**src/hw/mem_geom_pkg.sv**
```systemverilog
// Geometry of the data memory.
// One word is split into byte-wide lanes, one column RAM per lane.
package mem_geom_pkg;

   //////////////////////////////////////////////////
   // Sizes.
   //////////////////////////////////////////////////

   localparam int BYTE_W  = 8;                 // Bits per lane.
   localparam int N_LANES = 4;                 // Fixed, halfword masks assume 32 bits.
   localparam int WORD_W  = N_LANES * BYTE_W;  // Full data word.
   localparam int IDX_W   = $clog2(N_LANES);   // Byte offset bits.

   //////////////////////////////////////////////////
   // Vector types.
   //////////////////////////////////////////////////

   typedef logic [BYTE_W-1:0]  byte_t;       // One lane of data.
   typedef logic [WORD_W-1:0]  word_t;       // Whole word, lane 0 in the low byte.
   typedef logic [N_LANES-1:0] lane_mask_t;  // Per-lane write enables.
   typedef logic [IDX_W-1:0]   lane_idx_t;   // Offset of a byte in its word.

   // Byte address as the core issues it.
   // Bits [1:0] pick the lane, the bits above pick the word.
   typedef logic [31:0]        byte_addr_t;

endpackage
```
**src/hw/byte_lane_ram.sv**
```systemverilog
// One byte column of the data memory.
// Synchronous write, registered read.
module byte_lane_ram
   import mem_geom_pkg::*;
#(
   parameter int ADDR_WIDTH = 8  // Word index bits.
) (
   input  logic                  i_clock,
   input  logic                  i_we,
   input  logic                  i_re,
   input  logic [ADDR_WIDTH-1:0] i_addr,
   input  byte_t                 i_wdata,
   output byte_t                 o_rdata
);

   localparam int DEPTH = 2 ** ADDR_WIDTH;  // Words per lane.

   // Storage, no reset so it maps onto block RAM.
   byte_t mem [DEPTH];

   //////////////////////////////////////////////////
   // Write port.
   //////////////////////////////////////////////////

   always_ff @(posedge i_clock) begin
      if (i_we) begin
         mem[i_addr] <= i_wdata;  // Visible to a read next cycle.
      end
   end

   //////////////////////////////////////////////////
   // Read port.
   //////////////////////////////////////////////////

   // Output holds between reads.
   // The enable generator keeps i_we low on a read cycle.
   always_ff @(posedge i_clock) begin
      if (i_re) begin
         o_rdata <= mem[i_addr];
      end
   end

endmodule

```
**config.mk**
```make
export PLATFORM = sky130hd
export DESIGN_NAME = byte_lane_ram
export DESIGN_NICKNAME = d
export VERILOG_FILES = /design/src/hw/mem_geom_pkg.sv /design/src/hw/byte_lane_ram.sv
export SDC_FILE = /design/constraint.sdc
export NUM_CORES = 2
export LEC_CHECK = 0
export BUFFER_PORTS_ARGS = -buffer_cell sky130_fd_sc_hd__buf_2
export CORE_UTILIZATION = 57
export CTS_CLUSTER_SIZE = 14
export DETAILED_ROUTE_END_ITERATION = 12
export HOLD_SLACK_MARGIN = 0.12
export MAX_ROUTING_LAYER = met4
export PLACE_DENSITY = 0.76
export SETUP_SLACK_MARGIN = 0.5
export SLEW_MARGIN = 30
export SYNTH_ARGS = -nofsm -noshare
export SYNTH_HDL_FRONTEND = slang
export SYNTH_SLANG_ARGS = --single-unit
```
**constraint.sdc**
```tcl
create_clock -name i_clock -period 3.25 [get_ports i_clock]
set_input_delay 0.975 -clock i_clock [delete_from_list [all_inputs] [get_ports i_clock]]
set_output_delay 0.975 -clock i_clock [all_outputs]
set_load 0.1 [all_outputs]
```
==> results.yml <==
logic_synthesis:
  avgSynthCellArea_sq_um: 22.2
  netlist_area_sq_um: 78600
  syn_inst: 3547
  ys_seq_elements: 2056
  yosysUniqueCellTypes: 21
  synth.largest_area_cell: "edfxtp_1"
  synth_ff_type: "edfxtp_1"
  synth.net_count: 3566
  synth_seq_area_share_pct: 78.6
  yosys-top-cells-area: "edfxtp_1 (79%), mux4_2 (15%), a22oi_1 (2.4%)"
  synth-edff-count: 2056
  yosysWarningCount: 0
  synth.top_cell.area_share_pct: 78.6
  async_flop_share_pct: 0
global_routing:
  grt_usage_pct: 29.8
  antenna_found_initial: 4
  grt_max_degree: 94
  grt_pass1_vias: 40800
  gr-total-overflow: 0
  grt_pass1_wl_microns: 288000
placement:
  hpwl_microns: 119000
  place_ws_ps: -1030
  gp_congestion: 0.887
  port_buffers: 26
final_layout:
  final_common_cell: "edfxtp_1"
  syn_to_final_growth_pct: 19.3
  drive_gt1_share_pct: 39.5
  final_cell_mix: "edfxtp_1 (2056), mux4_2 (512), buf_4 (400)"
  layout.nets: 4081
setup_path:
  critPathKind: "input pin to flip-flop"
  cp_max_fo: 12
  r2r-start: "mem[43][6]"
  endpoint_kind: "flip-flop"
  arrival_ps: 3440
  reg2reg_to: "o_rdata[6]"
  critPathLaunch: "i_addr[0]"
  worstSetupStartpointType: "input pin"
  worstRegToRegCells: 6
  worstPathRequired_ps: 3830
  rrSetupSlack_ps: 690
floorplanning:
  rows: 135
  die_h_microns: 373
  core_sq_um: 136000
  die_x_microns: 373
  initial_core_util_pct: 57.7
  io_pins: 27
  dieArea_sq_um: 139000
outcome:
  status: "finished, final reports clean"
clocking:
  cts_sinks: 2056
  path_clk_slew_ps: 70
  cts_tree: "built"
  numCtsBuffers: 197
  clk_latency_ps: 840
  h-tree-depth: 4
  cts_root_buffer: "clkbuf_16"
  clockBufferDepth: 3
detailed_routing:
  first_pass_iters: 7
  wl_per_cell_microns: 33.5
  drtAntennaViolNets: 0
  drt_wl_total_microns: 201000
  via_count: 40700
  drc: 0
  initialDrtViolationCount: 5725
  vias_per_cell: 6.78
worst_hold_path:
  min_path_cells: 1
  hp-class: "input pin to flip-flop"
  min_from: "i_re"
  hold_end: "o_rdata[3]"
power:
  ir_drop_mv: 0.491
  p_leak_nw: 29.2
  powerDensity_nw_per_um2: 582
sta:
  timing.final.crit_share_pct: 88.0
  finalHoldViolCount: 0
  report.final.slew_viol_count: 0
  max_freq_ghz: 0.350
  min_period_ps: 2860
  worst_pin_slew_ps: 850
  relSlewSlack_pct: 43.3
  setup_slack_ps: 391
  setup_violations: 0
  skew_ps: 24.2
  holdWs_ps: 656
  grt_setup_unrepaired: "true"
run:
  maxCapViolations: 0
[where the power goes]
group / switching [mW] / internal (mW)
registers: 0.0430 / 29.2
clock network: 9.83 / 12.2
logic: 1.94 / 1.28
[sequential cells by signal (all words and copies together) (netlist names)]
signal   cells
mem       2048
o_rdata      8
[logic make-up (layout without fill, tap and decap cells)]
kind of cell	Yosys count	in the layout	share of synthesized area (%)
flip-flops	2056	2056	78.6
AND/OR/NAND/NOR	330	330	1.73
multiplexers	512	512	14.7
buffers and inverters	233	906	1.40
other	0	6	0
AO/OA/AOI/OAI	416	416	3.62
[Yosys cell counts (2+ instances only)]
| library cell | count |
|---|---|
| nand3_1 | 13 |
| o41ai_1 | 32 |
| nor2b_1 | 7 |
| nor2_1 | 232 |
| buf_1 | 19 |
| nand2_1 | 28 |
| a22oi_1 | 256 |
| clkbuf_1 | 145 |
| and2_1 | 3 |
| mux4_2 | 512 |
| buf_2 | 36 |
| nor3_1 | 30 |
| buf_4 | 16 |
| nand2b_1 | 6 |
| a21oi_1 | 128 |
| edfxtp_1 | 2056 |
| or2_2 | 2 |
| buf_6 | 16 |
| nand4_1 | 8 |
[worst max-delay path by stage]
stage                        endpoint  cells after the start  slack [ps]
after floorplan           mem[145][0]                      7         340
after global placement     o_rdata[4]                      9       -1270
after detailed placement   o_rdata[6]                      9       -1030
after CTS                  o_rdata[4]                      9         440
after global routing       o_rdata[6]                     10         390
final                      o_rdata[3]                     10         390
[area by class of cell]
| class | instances | area, sq um |
|---|---|---|
| Antenna cell | 6 | 15.0 |
| Timing Repair Buffer | 548 | 5720 |
| Clock buffer | 237 | 5080 |
| Clock inverter | 120 | 1050 |
| Inverter | 1 | 3.75 |
| Sequential cell | 2056 | 61700 |
| Multi-Input combinational cell | 1258 | 17900 |
| Fill cell | 7796 | 42400 |
| Tap cell | 1781 | 2230 |
[layer usage]
layer / up-vias / routed length [microns] / track usage [%]
li1: 16200 / - / -
met1: 21300 / 72500 / 40.3
met2: 2745 / 98200 / 45.4
met3: 462 / 22600 / 6.03
met4: 0 / 7920 / 11.3
met5: - / 0 / -
[through the flow]
| stage | utilization, % | total power, mW | setup TNS [ps] | instance area, sq um | std cells |
|---|---|---|---|---|---|
| finish | 68.9 | 54.5 | 0 | 93700 | 6007 |
| global route | 68.9 | 55.7 | 0 | 93700 | 6005 |
| CTS | 68.3 | 54.5 | 0 | 93000 | 5964 |
| detailed placement | 63.2 | 32.7 | -52920 | 86000 | 5587 |
| global placement | 63.2 | 32.7 | -50000 | 86000 | 5587 |
| floorplan | - | 31.3 | 0 | 80600 | 3547 |
[worst max-delay path, cell delays in order]
cell	delay (ps)
buf_16	140
buf_16	180
buf_16	170
buf_4	160
mux4_2	520
a22oi_1	230
a21oi_2	130
o41ai_4	570
buf_4	240
nand4_1	90
[repair_timing]
item	4_1_cts	5_1_grt
resized for setup	107	67
gates cloned	5	5
pin swaps	19	32
hold buffers	0	0
setup buffers	15	32
endpoints found under the setup margin	15	9
Note: power is estimated with default switching activity, not from simulation.
