===== src/hw/mem_geom_pkg.sv =====
// Geometry of the data memory.
// One word is split into byte-wide lanes, one column RAM per lane.
package mem_geom_pkg;

   //////////////////////////////////////////////////
   // Sizes.
   //////////////////////////////////////////////////

   localparam int BYTE_W  = 8;                 // Bits per lane.
   localparam int N_LANES = 4;                 // Fixed, halfword masks assume 32 bits.
   localparam int WORD_W  = N_LANES * BYTE_W;  // Full data word.
   localparam int IDX_W   = $clog2(N_LANES);   // Byte offset bits.

   //////////////////////////////////////////////////
   // Vector types.
   //////////////////////////////////////////////////

   typedef logic [BYTE_W-1:0]  byte_t;       // One lane of data.
   typedef logic [WORD_W-1:0]  word_t;       // Whole word, lane 0 in the low byte.
   typedef logic [N_LANES-1:0] lane_mask_t;  // Per-lane write enables.
   typedef logic [IDX_W-1:0]   lane_idx_t;   // Offset of a byte in its word.

   // Byte address as the core issues it.
   // Bits [1:0] pick the lane, the bits above pick the word.
   typedef logic [31:0]        byte_addr_t;

endpackage

===== src/hw/mips_ls_pkg.sv =====
// Load/store semantics of the data-memory stage.
package mips_ls_pkg;

   import mem_geom_pkg::*;

   //////////////////////////////////////////////////
   // Access size.
   //////////////////////////////////////////////////

   // Same codes as the low bits of the core's byte select.
   typedef enum logic [1:0] {
      SZ_NONE = 2'd0,  // No access, a write with it is dropped.
      SZ_BYTE = 2'd1,  // LB, LBU, SB.
      SZ_HALF = 2'd2,  // LH, LHU, SH.
      SZ_WORD = 2'd3   // LW, SW.
   } ls_size_e;

   //////////////////////////////////////////////////
   // Request and response.
   //////////////////////////////////////////////////

   // One request per cycle, plain level strobes.
   // Read wins when both strobes are high.
   typedef struct packed {
      logic       read;         // Load strobe.
      logic       write;        // Store strobe.
      logic       is_unsigned;  // Zero-extend loads.
      ls_size_e   size;         // Access width.
      byte_addr_t addr;         // Byte address.
      word_t      wdata;        // Store data, right-aligned.
   } mem_req_t;

   // Load result, one cycle after the read is sampled.
   typedef struct packed {
      logic  valid;  // Single-cycle pulse.
      word_t data;   // Extracted and extended value.
   } load_rsp_t;

endpackage


===== src/hw/byte_enable_gen.sv =====
// Store front end.
// Turns one request into lane write enables and lane-placed store data.
module byte_enable_gen
   import mem_geom_pkg::*;
   import mips_ls_pkg::*;
(
   input  mem_req_t   i_req,
   output lane_mask_t o_lane_we,
   output word_t      o_lane_wdata
);

   lane_idx_t offset;  // Addressed lane.
   logic      store;   // Write with no read.

   assign offset = i_req.addr[IDX_W-1:0];
   assign store  = i_req.write && !i_req.read;  // Read has priority.

   //////////////////////////////////////////////////
   // Write enables.
   //////////////////////////////////////////////////

   always_comb begin
      o_lane_we = '0;  // Idle or read.
      if (store) begin
         case (i_req.size)
            SZ_WORD: begin
               o_lane_we = '1;  // All lanes, offset ignored.
            end
            SZ_HALF: begin
               // Bit 0 is ignored, no misaligned trap.
               if (offset[1]) begin
                  o_lane_we = 4'b1100;  // Upper half.
               end else begin
                  o_lane_we = 4'b0011;  // Lower half.
               end
            end
            SZ_BYTE: begin
               o_lane_we = lane_mask_t'(1) << offset;  // One lane.
            end
            SZ_NONE: begin
               o_lane_we = '0;  // Invalid size writes nothing.
            end
         endcase
      end
   end

   //////////////////////////////////////////////////
   // Store data placement.
   //////////////////////////////////////////////////

   // The low byte or halfword is copied to every position.
   // The mask then decides which copy lands.
   always_comb begin
      case (i_req.size)
         SZ_BYTE: begin
            o_lane_wdata = {N_LANES{i_req.wdata[BYTE_W-1:0]}};
         end
         SZ_HALF: begin
            o_lane_wdata = {2{i_req.wdata[2*BYTE_W-1:0]}};
         end
         default: begin
            o_lane_wdata = i_req.wdata;  // Word, lane k gets byte k.
         end
      endcase
   end

endmodule


===== config.mk =====
export PLATFORM = sky130hd
export DESIGN_NAME = byte_enable_gen
export DESIGN_NICKNAME = d
export VERILOG_FILES = /design/src/hw/mem_geom_pkg.sv /design/src/hw/mips_ls_pkg.sv /design/src/hw/byte_enable_gen.sv
export SDC_FILE = /design/constraint.sdc
export NUM_CORES = 1
export LEC_CHECK = 0
export BUFFER_PORTS_ARGS = -buffer_cell sky130_fd_sc_hd__buf_2
export CAP_MARGIN = 20
export CORE_MARGIN = 8
export CORE_UTILIZATION = 27
export DETAILED_ROUTE_END_ITERATION = 10
export PLACE_DENSITY = 0.92
export SLEW_MARGIN = 5
export SYNTH_ARGS = -nofsm -noshare
export SYNTH_HDL_FRONTEND = slang
export SYNTH_SLANG_ARGS = --single-unit

===== constraint.sdc =====
create_clock -name vclk -period 1.6
set_clock_uncertainty 0.15 [all_clocks]
set_input_delay 0.16 -clock vclk [all_inputs]
set_output_delay 0.16 -clock vclk [all_outputs]
set_load 0.005 [all_outputs]

==> impl_results.md <==
- Run status: complete, no violations
- Die Height: between 60 and 70 µm
- Drt pass-1 iters: 4
- Worst Setup Start Kind: primary input
- Die area: about 3800 µm²
- Relative slew slack: a little over 80%
- HPWL after DPL: 1980 µm
- Fin crit period: about 1.5 ns
- MaxCap Viol Count: 0
- Die X: about 61 µm
- Per-cell routed wire length: about 13 µm
- Sequential area share after synthesis: 0%
- Setup Viol. Count Final: 0
- Iteration-0 DRC Markers: 28
- Layout area overhead: 62.5%
- Diode count: 0
- Register Area: 0 µm²
- Sequential cells: 0
- Total gr overflow: 0
- WP data required: around 1.3 ns
- Antenna Violating Nets Remaining: 0
- Total power: 0.297 mW
- CP max FO: 8
- DR top layer: met3
- Nets: around 230
- Achievable Freq: approximately 0.65 GHz
- Routed vias: 866
- I/O Pins: approximately 110
- Gpl congestion: 0.734
- Maximum VDD drop: approximately 130 µV
- Layout cells sized above 1: between 50% and 60%
- Syn_area_per_cell: 6.09 µm²
- Endpoints failing hold: 0
- Top cells by area, synth: o21ai_0 (19%), a22o_1 (13%), a22oi_1 (11%)
- Most frequent cells after synthesis: o21ai_0 (21), nand2_1 (16), a22o_1 (8), a22oi_1 (8), buf_4 (8)
- Total wire length: roughly 2400 µm
- DR vias/cell: 4.78
- Number of global-route vias before repair: between 800 and 900
- Routed wl met2: between 1000 and 1500 µm
- Critical path arrival: around 1.2 ns
- Mapped Cells: between 90 and 100
- PwrDens: 330 nW/µm²
- Pleak: roughly 0.52 nW
- Met3 Routed Length: ~340 µm
- Most common cell in the synthesized netlist: o21ai_0
- Initial Util: between 20 and 30%
- # DRC: 0
- Synth top area share: 19.0%
- HP Class: primary input to primary output
- Place WS: -0.248 ns
- Final worst slack: between 0.05 and 0.06 ns
- CP Class: primary input to primary output
- Total GRT Usage: 11.4%
- Pins Over Slew Limit: 0
- RSZ-0062 raised after global routing: false
- Core Region: 1940 µm²
- Mapped cell area: 554 µm²
- Fin cells: about 180
- Worst Tran Pin Value: about 0.28 ns
- Final Cycle Share: between 90 and 100%
- Initial antenna violation count: 0
- Row cnt: 16
- Total number of yosys warnings: 0
- Wl on met1: 879 µm
- Clock buf count: 0
- Largest net degree at the start of global routing: 19
- Area leader, netlist: o21ai_0
- CP Capture Type: primary output
- Synth unique cells: 18
- Syn Nets: approximately 160
- # port buffers: 74
- First-pass GRT wire length: 3510 µm
- Placed insts: roughly 180
## kinds of logic (layout without fill, tap and decap cells)
logic type	count (synthesis)	after routing	share of synthesized area, %
compound gates	43	43	49.2
fa+ha+maj	4	4	9.03
buf+inv	19	82	22.1
simple gates	25	25	19.6
## area by class of cell
| cell class | count | area, µm² |
|---|---|---|
| multi-input cells | 72 | 444 |
| repair buffers | 80 | 415 |
| inverters | 2 | 7.51 |
| well taps | 27 | 33.8 |
| fillers | 213 | 1040 |
## report_power, final
| group | leakage, nW | switching (mW) | internal, mW |
|---|---|---|---|
| registers | 0 | 0 | 0 |
| clock network | 0 | 0 | 0 |
| logic | 0.518 | 0.147 | 0.150 |
| total | 0.518 | 0.147 | 0.150 |
## path summary, 6_finish.rpt
check / from / to / slack (ns) / cells after the start
min: i_req[5] / o_lane_wdata[5] / 0.38 / 2
max: i_req[64] / o_lane_wdata[14] / 0.06 / 6
## cells in the final DEF, fill, tap and decap left out
master    netlist  final
a211oi_1        3      3
a22o_1          8      8
a22oi_1         8      8
buf_2           5     74
buf_4           8      6
ha_1            4      3
ha_2            0      1
inv_1           2      2
nand2_1        16     16
nand2b_1        2      2
nor2_1          2      2
nor2b_1         2      1
nor2b_4         0      1
nor3_1          2      2
o21ai_0        21     21
o21ai_1         3      3
or2_4           0      1
## per-layer routing
metal  track usage (%)  vias to the layer above
met5                 0                        -
met4              1.33                        0
met3              3.55                        0
met2              21.6                       41
met1              12.3                      378
li1                  -                      447
## critical path: stages
cell and delay [ns]:
buf_2 0.11, inv_1 0.05, ha_2 0.30, or2_4 0.29
a22o_1 0.19, buf_2 0.12
## metrics by stage
stage / util (%) / TNS (ns) / hold WS, ns / area [µm²]
floorplan: - / 0 / 0.251 / 554
global placement: 45.7 / -1.63 / 0.382 / 888
detailed placement: 45.7 / -1.90 / 0.385 / 888
CTS: 46.3 / 0 / 0.385 / 898
global route: 46.4 / 0 / 0.398 / 901
finish: 46.4 / 0 / 0.383 / 901
## what timing repair did
| item | 4_1_cts | 5_1_grt |
|---|---|---|
| gates resized for setup | 3 | 1 |
| setup buffers | 0 | 0 |
| endpoints found under the setup margin | 8 | 10 |
| hold buffers | 0 | 0 |
(Power assumes the default switching activity.)
