**src/hw/mem_geom_pkg.sv**
```systemverilog
// Geometry of the data memory.
// One word is split into byte-wide lanes, one column RAM per lane.
package mem_geom_pkg;

   //////////////////////////////////////////////////
   // Sizes.
   //////////////////////////////////////////////////

   localparam int BYTE_W  = 8;                 // Bits per lane.
   localparam int N_LANES = 4;                 // Fixed, halfword masks assume 32 bits.
   localparam int WORD_W  = N_LANES * BYTE_W;  // Full data word.
   localparam int IDX_W   = $clog2(N_LANES);   // Byte offset bits.

   //////////////////////////////////////////////////
   // Vector types.
   //////////////////////////////////////////////////

   typedef logic [BYTE_W-1:0]  byte_t;       // One lane of data.
   typedef logic [WORD_W-1:0]  word_t;       // Whole word, lane 0 in the low byte.
   typedef logic [N_LANES-1:0] lane_mask_t;  // Per-lane write enables.
   typedef logic [IDX_W-1:0]   lane_idx_t;   // Offset of a byte in its word.

   // Byte address as the core issues it.
   // Bits [1:0] pick the lane, the bits above pick the word.
   typedef logic [31:0]        byte_addr_t;

endpackage
```
**src/hw/mips_ls_pkg.sv**
```systemverilog
// Load/store semantics of the data-memory stage.
package mips_ls_pkg;

   import mem_geom_pkg::*;

   //////////////////////////////////////////////////
   // Access size.
   //////////////////////////////////////////////////

   // Same codes as the low bits of the core's byte select.
   typedef enum logic [1:0] {
      SZ_NONE = 2'd0,  // No access, a write with it is dropped.
      SZ_BYTE = 2'd1,  // LB, LBU, SB.
      SZ_HALF = 2'd2,  // LH, LHU, SH.
      SZ_WORD = 2'd3   // LW, SW.
   } ls_size_e;

   //////////////////////////////////////////////////
   // Request and response.
   //////////////////////////////////////////////////

   // One request per cycle, plain level strobes.
   // Read wins when both strobes are high.
   typedef struct packed {
      logic       read;         // Load strobe.
      logic       write;        // Store strobe.
      logic       is_unsigned;  // Zero-extend loads.
      ls_size_e   size;         // Access width.
      byte_addr_t addr;         // Byte address.
      word_t      wdata;        // Store data, right-aligned.
   } mem_req_t;

   // Load result, one cycle after the read is sampled.
   typedef struct packed {
      logic  valid;  // Single-cycle pulse.
      word_t data;   // Extracted and extended value.
   } load_rsp_t;

endpackage

```
**src/hw/load_data_align.sv**
```systemverilog
// Load drain.
// Registers the read's shape alongside the lane RAMs,
// then extracts and extends the addressed part.
module load_data_align
   import mem_geom_pkg::*;
   import mips_ls_pkg::*;
(
   input  logic      i_clock,
   input  logic      i_rst_n,
   input  mem_req_t  i_req,
   input  word_t     i_lane_rdata,
   output load_rsp_t o_rsp
);

   localparam int HALF_W = 2 * BYTE_W;

   logic      valid_q;     // Read pulse, one cycle late.
   ls_size_e  size_q;      // Size of the read in flight.
   lane_idx_t offset_q;    // Its byte offset.
   logic      unsigned_q;  // Its extension mode.

   byte_t             lane_byte;  // Byte picked by offset.
   logic [HALF_W-1:0] lane_half;  // Halfword picked by bit 1.
   word_t             load_word;

   //////////////////////////////////////////////////
   // Capture, same edge as the lane read.
   //////////////////////////////////////////////////

   always_ff @(posedge i_clock) begin
      if (!i_rst_n) begin
         valid_q <= 1'b0;
      end else begin
         valid_q <= i_req.read;  // No hold, no back-pressure.
      end
   end

   always_ff @(posedge i_clock) begin
      if (i_req.read) begin
         size_q     <= i_req.size;
         offset_q   <= i_req.addr[IDX_W-1:0];
         unsigned_q <= i_req.is_unsigned;
      end
   end

   //////////////////////////////////////////////////
   // Extraction and extension.
   //////////////////////////////////////////////////

   assign lane_byte = i_lane_rdata[offset_q*BYTE_W +: BYTE_W];
   assign lane_half = offset_q[1] ? i_lane_rdata[WORD_W-1:HALF_W]
                                  : i_lane_rdata[HALF_W-1:0];  // Bit 0 ignored.

   always_comb begin
      case (size_q)
         SZ_BYTE: begin
            if (unsigned_q) begin
               load_word = {{(WORD_W-BYTE_W){1'b0}}, lane_byte};  // LBU.
            end else begin
               load_word = {{(WORD_W-BYTE_W){lane_byte[BYTE_W-1]}}, lane_byte};
            end
         end
         SZ_HALF: begin
            if (unsigned_q) begin
               load_word = {{(WORD_W-HALF_W){1'b0}}, lane_half};  // LHU.
            end else begin
               load_word = {{(WORD_W-HALF_W){lane_half[HALF_W-1]}}, lane_half};
            end
         end
         default: begin
            load_word = i_lane_rdata;  // Word, or raw word for SZ_NONE.
         end
      endcase
   end

   assign o_rsp.valid = valid_q;
   assign o_rsp.data  = load_word;

endmodule

```
**config.mk**
```make
export PLATFORM = sky130hd
export DESIGN_NAME = load_data_align
export DESIGN_NICKNAME = d
export VERILOG_FILES = /design/src/hw/mem_geom_pkg.sv /design/src/hw/mips_ls_pkg.sv /design/src/hw/load_data_align.sv
export SDC_FILE = /design/constraint.sdc
export NUM_CORES = 1
export LEC_CHECK = 0
export ABC_AREA = 0
export BUFFER_PORTS_ARGS = -buffer_cell sky130_fd_sc_hd__buf_2
export CAP_MARGIN = 40
export CORE_ASPECT_RATIO = 1.25
export CORE_MARGIN = 10
export CORE_UTILIZATION = 31
export DETAILED_ROUTE_END_ITERATION = 7
export GPL_TIMING_DRIVEN = 0
export HOLD_SLACK_MARGIN = 0.05
export PLACE_DENSITY = 0.84
export SLEW_MARGIN = 20
export SYNTH_ARGS = -nofsm -noshare
export SYNTH_HDL_FRONTEND = slang
export SYNTH_SLANG_ARGS = --single-unit
```
**constraint.sdc**
```tcl
create_clock -name i_clock -period 2.5 [get_ports i_clock]
set_input_delay 0.625 -clock i_clock [delete_from_list [all_inputs] [get_ports i_clock]]
set_output_delay 0.625 -clock i_clock [all_outputs]
set_load 0.03 [all_outputs]
```
==> flow_metrics.tcl <==
set metrics [dict create \
    cp_cell_sequence "ha_4, nor2b_4, or2_4, a21o_4, o2bb2ai_1, buf_4" \
    tightestPinTransition_ps 357.0 \
    rsz0062_at_grt "yes" \
    vias_per_cell 5.116 \
    wire_per_inst_microns 17.63 \
    path_buf_inv 1 \
    antenna_left 0 \
    overflow 0 \
    grt_usage 0.1280 \
    setup_viol 0 \
    critPathKind "reg2out" \
    port_buffers 72 \
    cts_max_path_buffers 2 \
    core_area_sq_mm 0.002973 \
    drive_above_1_share 0.6786 \
    syn2layout_area_growth_pct 75.64 \
    ys_seq_area_frac 0.1744 \
    fin_crit_ps 2496 \
    die_w_microns 70.19 \
    grt_pass1_vias 1311 \
    holdPathEnd "offset_q[0]$_DFFE_PP_" \
    gp_congestion 0.7937 \
    routed_wirelength_mm 4.090 \
    root_buffer "clkbuf_4" \
    drt_iter0_drc 85 \
    dieArea_sq_mm 0.005806 \
    power_leakage_nw 0.8200 \
    grt_max_degree 11 \
    start_kind "flip-flop" \
    seq_area_sq_um 170.2 \
    grt_pass1_wl_mm 6.058 \
    synth_top_area_frac 0.1538 \
    vias 1187 \
    syn_area_sq_um 975.9 \
    ys_seq_elements 6 \
    cp_num_cells 6 \
    fmax_ghz 0.4007 \
    place_hpwl_mm 3.010 \
    outcome "finished, final reports clean" \
    final_cell_mix "buf_2, buf_6, nand2_1" \
    cts_buffers 3 \
    min_path_cells 1 \
    setup_ws_ps 4.088 \
    crit_arrival_ps 1870 \
    ctsHoldBuffers 0 \
    hold_class "in2reg" \
    finish.net_count 302 \
    cp_max_fo 8 \
    dp_slack_ps 44.02 \
    avgSynthCellArea_sq_um 8.271 \
    ios 136 \
    max-vdd-ir-drop_mv 0.3351 \
    row_count 22 \
    drt_drc_violations_left 0 \
    num_antenna_cells 0 \
    finalHoldViolCount 0 \
    p_per_area_mw_per_mm2 512.4 \
    fp.dieH_microns 82.73 \
    fill_cells 272 \
    worstHoldStart "i_req[32]" \
    dr.pass1.iters 4 \
    crit_family "flip-flops" \
    syn_inst 118 \
    cts_sinks 6 \
    synth_cell_types 26 \
    fin_crit_sh 0.9984 \
    relSlewSlack 0.7614 \
    design_area_sq_mm 0.001714 \
    syn-num-nets 223 \
    yosys_warnings 0 \
    initial_core_util 0.3283 \
    antenna_found_initial 0 \
    h-tree-depth 1 \
    max_stage_delay_ps 450 \
    drv_cap 0 \
    clk_pin_slew_ps 50 \
    crit_slowest_cell "edfxtp_1" \
    cts_tree "built" \
    final_common_cell "buf_2" \
    placed_area_sq_mm 0.001381 \
    synth_area_leaders "edfxtp_1, nand2_4, nand2_1" \
    drv_slew 0 \
    required_ps 1880 \
    yosysTopAreaCell "edfxtp_1" \
    multi_input_area_sq_um 823.3 \
    finalPower_mw 0.8783 \
    post-route-util 0.5766 \
    critPathCaptureType "output pin" \
]
==> layer usage <==
layer,up-vias,routed length [microns],part of all wire,track usage
met1,551,1462,0.36,0.1185
li1,579,-,-,-
met4,0,19,0.0046,0.03557
met5,-,0,0,0
met2,55,2204,0.54,0.2559
met3,2,403,0.099,0.05012
==> how the worst max path moves through the flow <==
stage | startpoint | slack (ps) | to
global route | size_q[0]$_DFFE_PP_ | -50 | o_rsp[22]
CTS | size_q[0]$_DFFE_PP_ | -20 | o_rsp[7]
detailed placement | size_q[0]$_DFFE_PP_ | 40 | o_rsp[7]
global placement | size_q[0]$_DFFE_PP_ | 100 | o_rsp[7]
floorplan | size_q[1]$_DFFE_PP_ | 180 | o_rsp[10]
finish | size_q[0]$_DFFE_PP_ | 4 | o_rsp[7]
==> sequential cells by signal, summed over array words and instances (netlist names) <==
signal      count
offset_q        2
size_q          2
unsigned_q      1
valid_q         1
==> area by class of cell <==
cell class	instances	share of cell area
Multi-Input combinational cell	97	0.4803
Clock buffer	4	0.01533
Tap cell	36	0.02628
Buffer	9	0.04526
Sequential cell	6	0.09927
Inverter	3	0.006569
Timing Repair Buffer	77	0.3270
==> metrics by stage <==
| stage | setup TNS [ps] | cells | hold slack (ps) |
|---|---|---|---|
| floorplan | 0 | 118 | 723.9 |
| global placement | 0 | 226 | 801.7 |
| detailed placement | 0 | 226 | 804.6 |
| CTS | -19.92 | 232 | 546.2 |
| global route | -987.7 | 232 | 539.4 |
| finish | 0 | 232 | 554.9 |
==> Yosys cell counts, drive strengths merged <==
library cell / instances
nand2: 33
a21oi: 16
mux2: 9
nor2b: 9
a32oi: 8
buf: 8
o2bb2ai: 8
clkbuf: 5
edfxtp: 5
inv: 3
and2: 2
ha: 2
mux2i: 2
nor4b: 2
a211o: 1
a21o: 1
dfxtp: 1
nor2: 1
o21ai: 1
or2: 1
==> power by group <==
part / switching [mW] / total (mW) / leakage [nW] / internal [mW]
registers: 0.00794 / 0.125 / 0.0573 / 0.117
clock network: 0.0347 / 0.0951 / 0.0150 / 0.0604
logic: 0.385 / 0.658 / 0.748 / 0.273
total: 0.427 / 0.878 / 0.820 / 0.451
==> kinds of logic after synthesis <==
| group | count (synthesis) | share of synthesized area |
|---|---|---|
| and+or+nand+nor | 48 | 0.3026 |
| AOI/OAI and AO/OA | 35 | 0.2603 |
| buffers and inverters | 16 | 0.1090 |
| muxes | 11 | 0.1282 |
| DFF | 6 | 0.1744 |
| adders and majority gates | 2 | 0.02564 |
==> timing repair <==
item | CTS | global route
gates resized for setup | 52 | 32
gates cloned | 1 | 1
endpoints found under the hold margin | 0 | 0
buffers inserted | 4 | 0
setup endpoints to repair | 32 | 32
pin swaps | 3 | 3
Power figures use the tool's default switching activity.
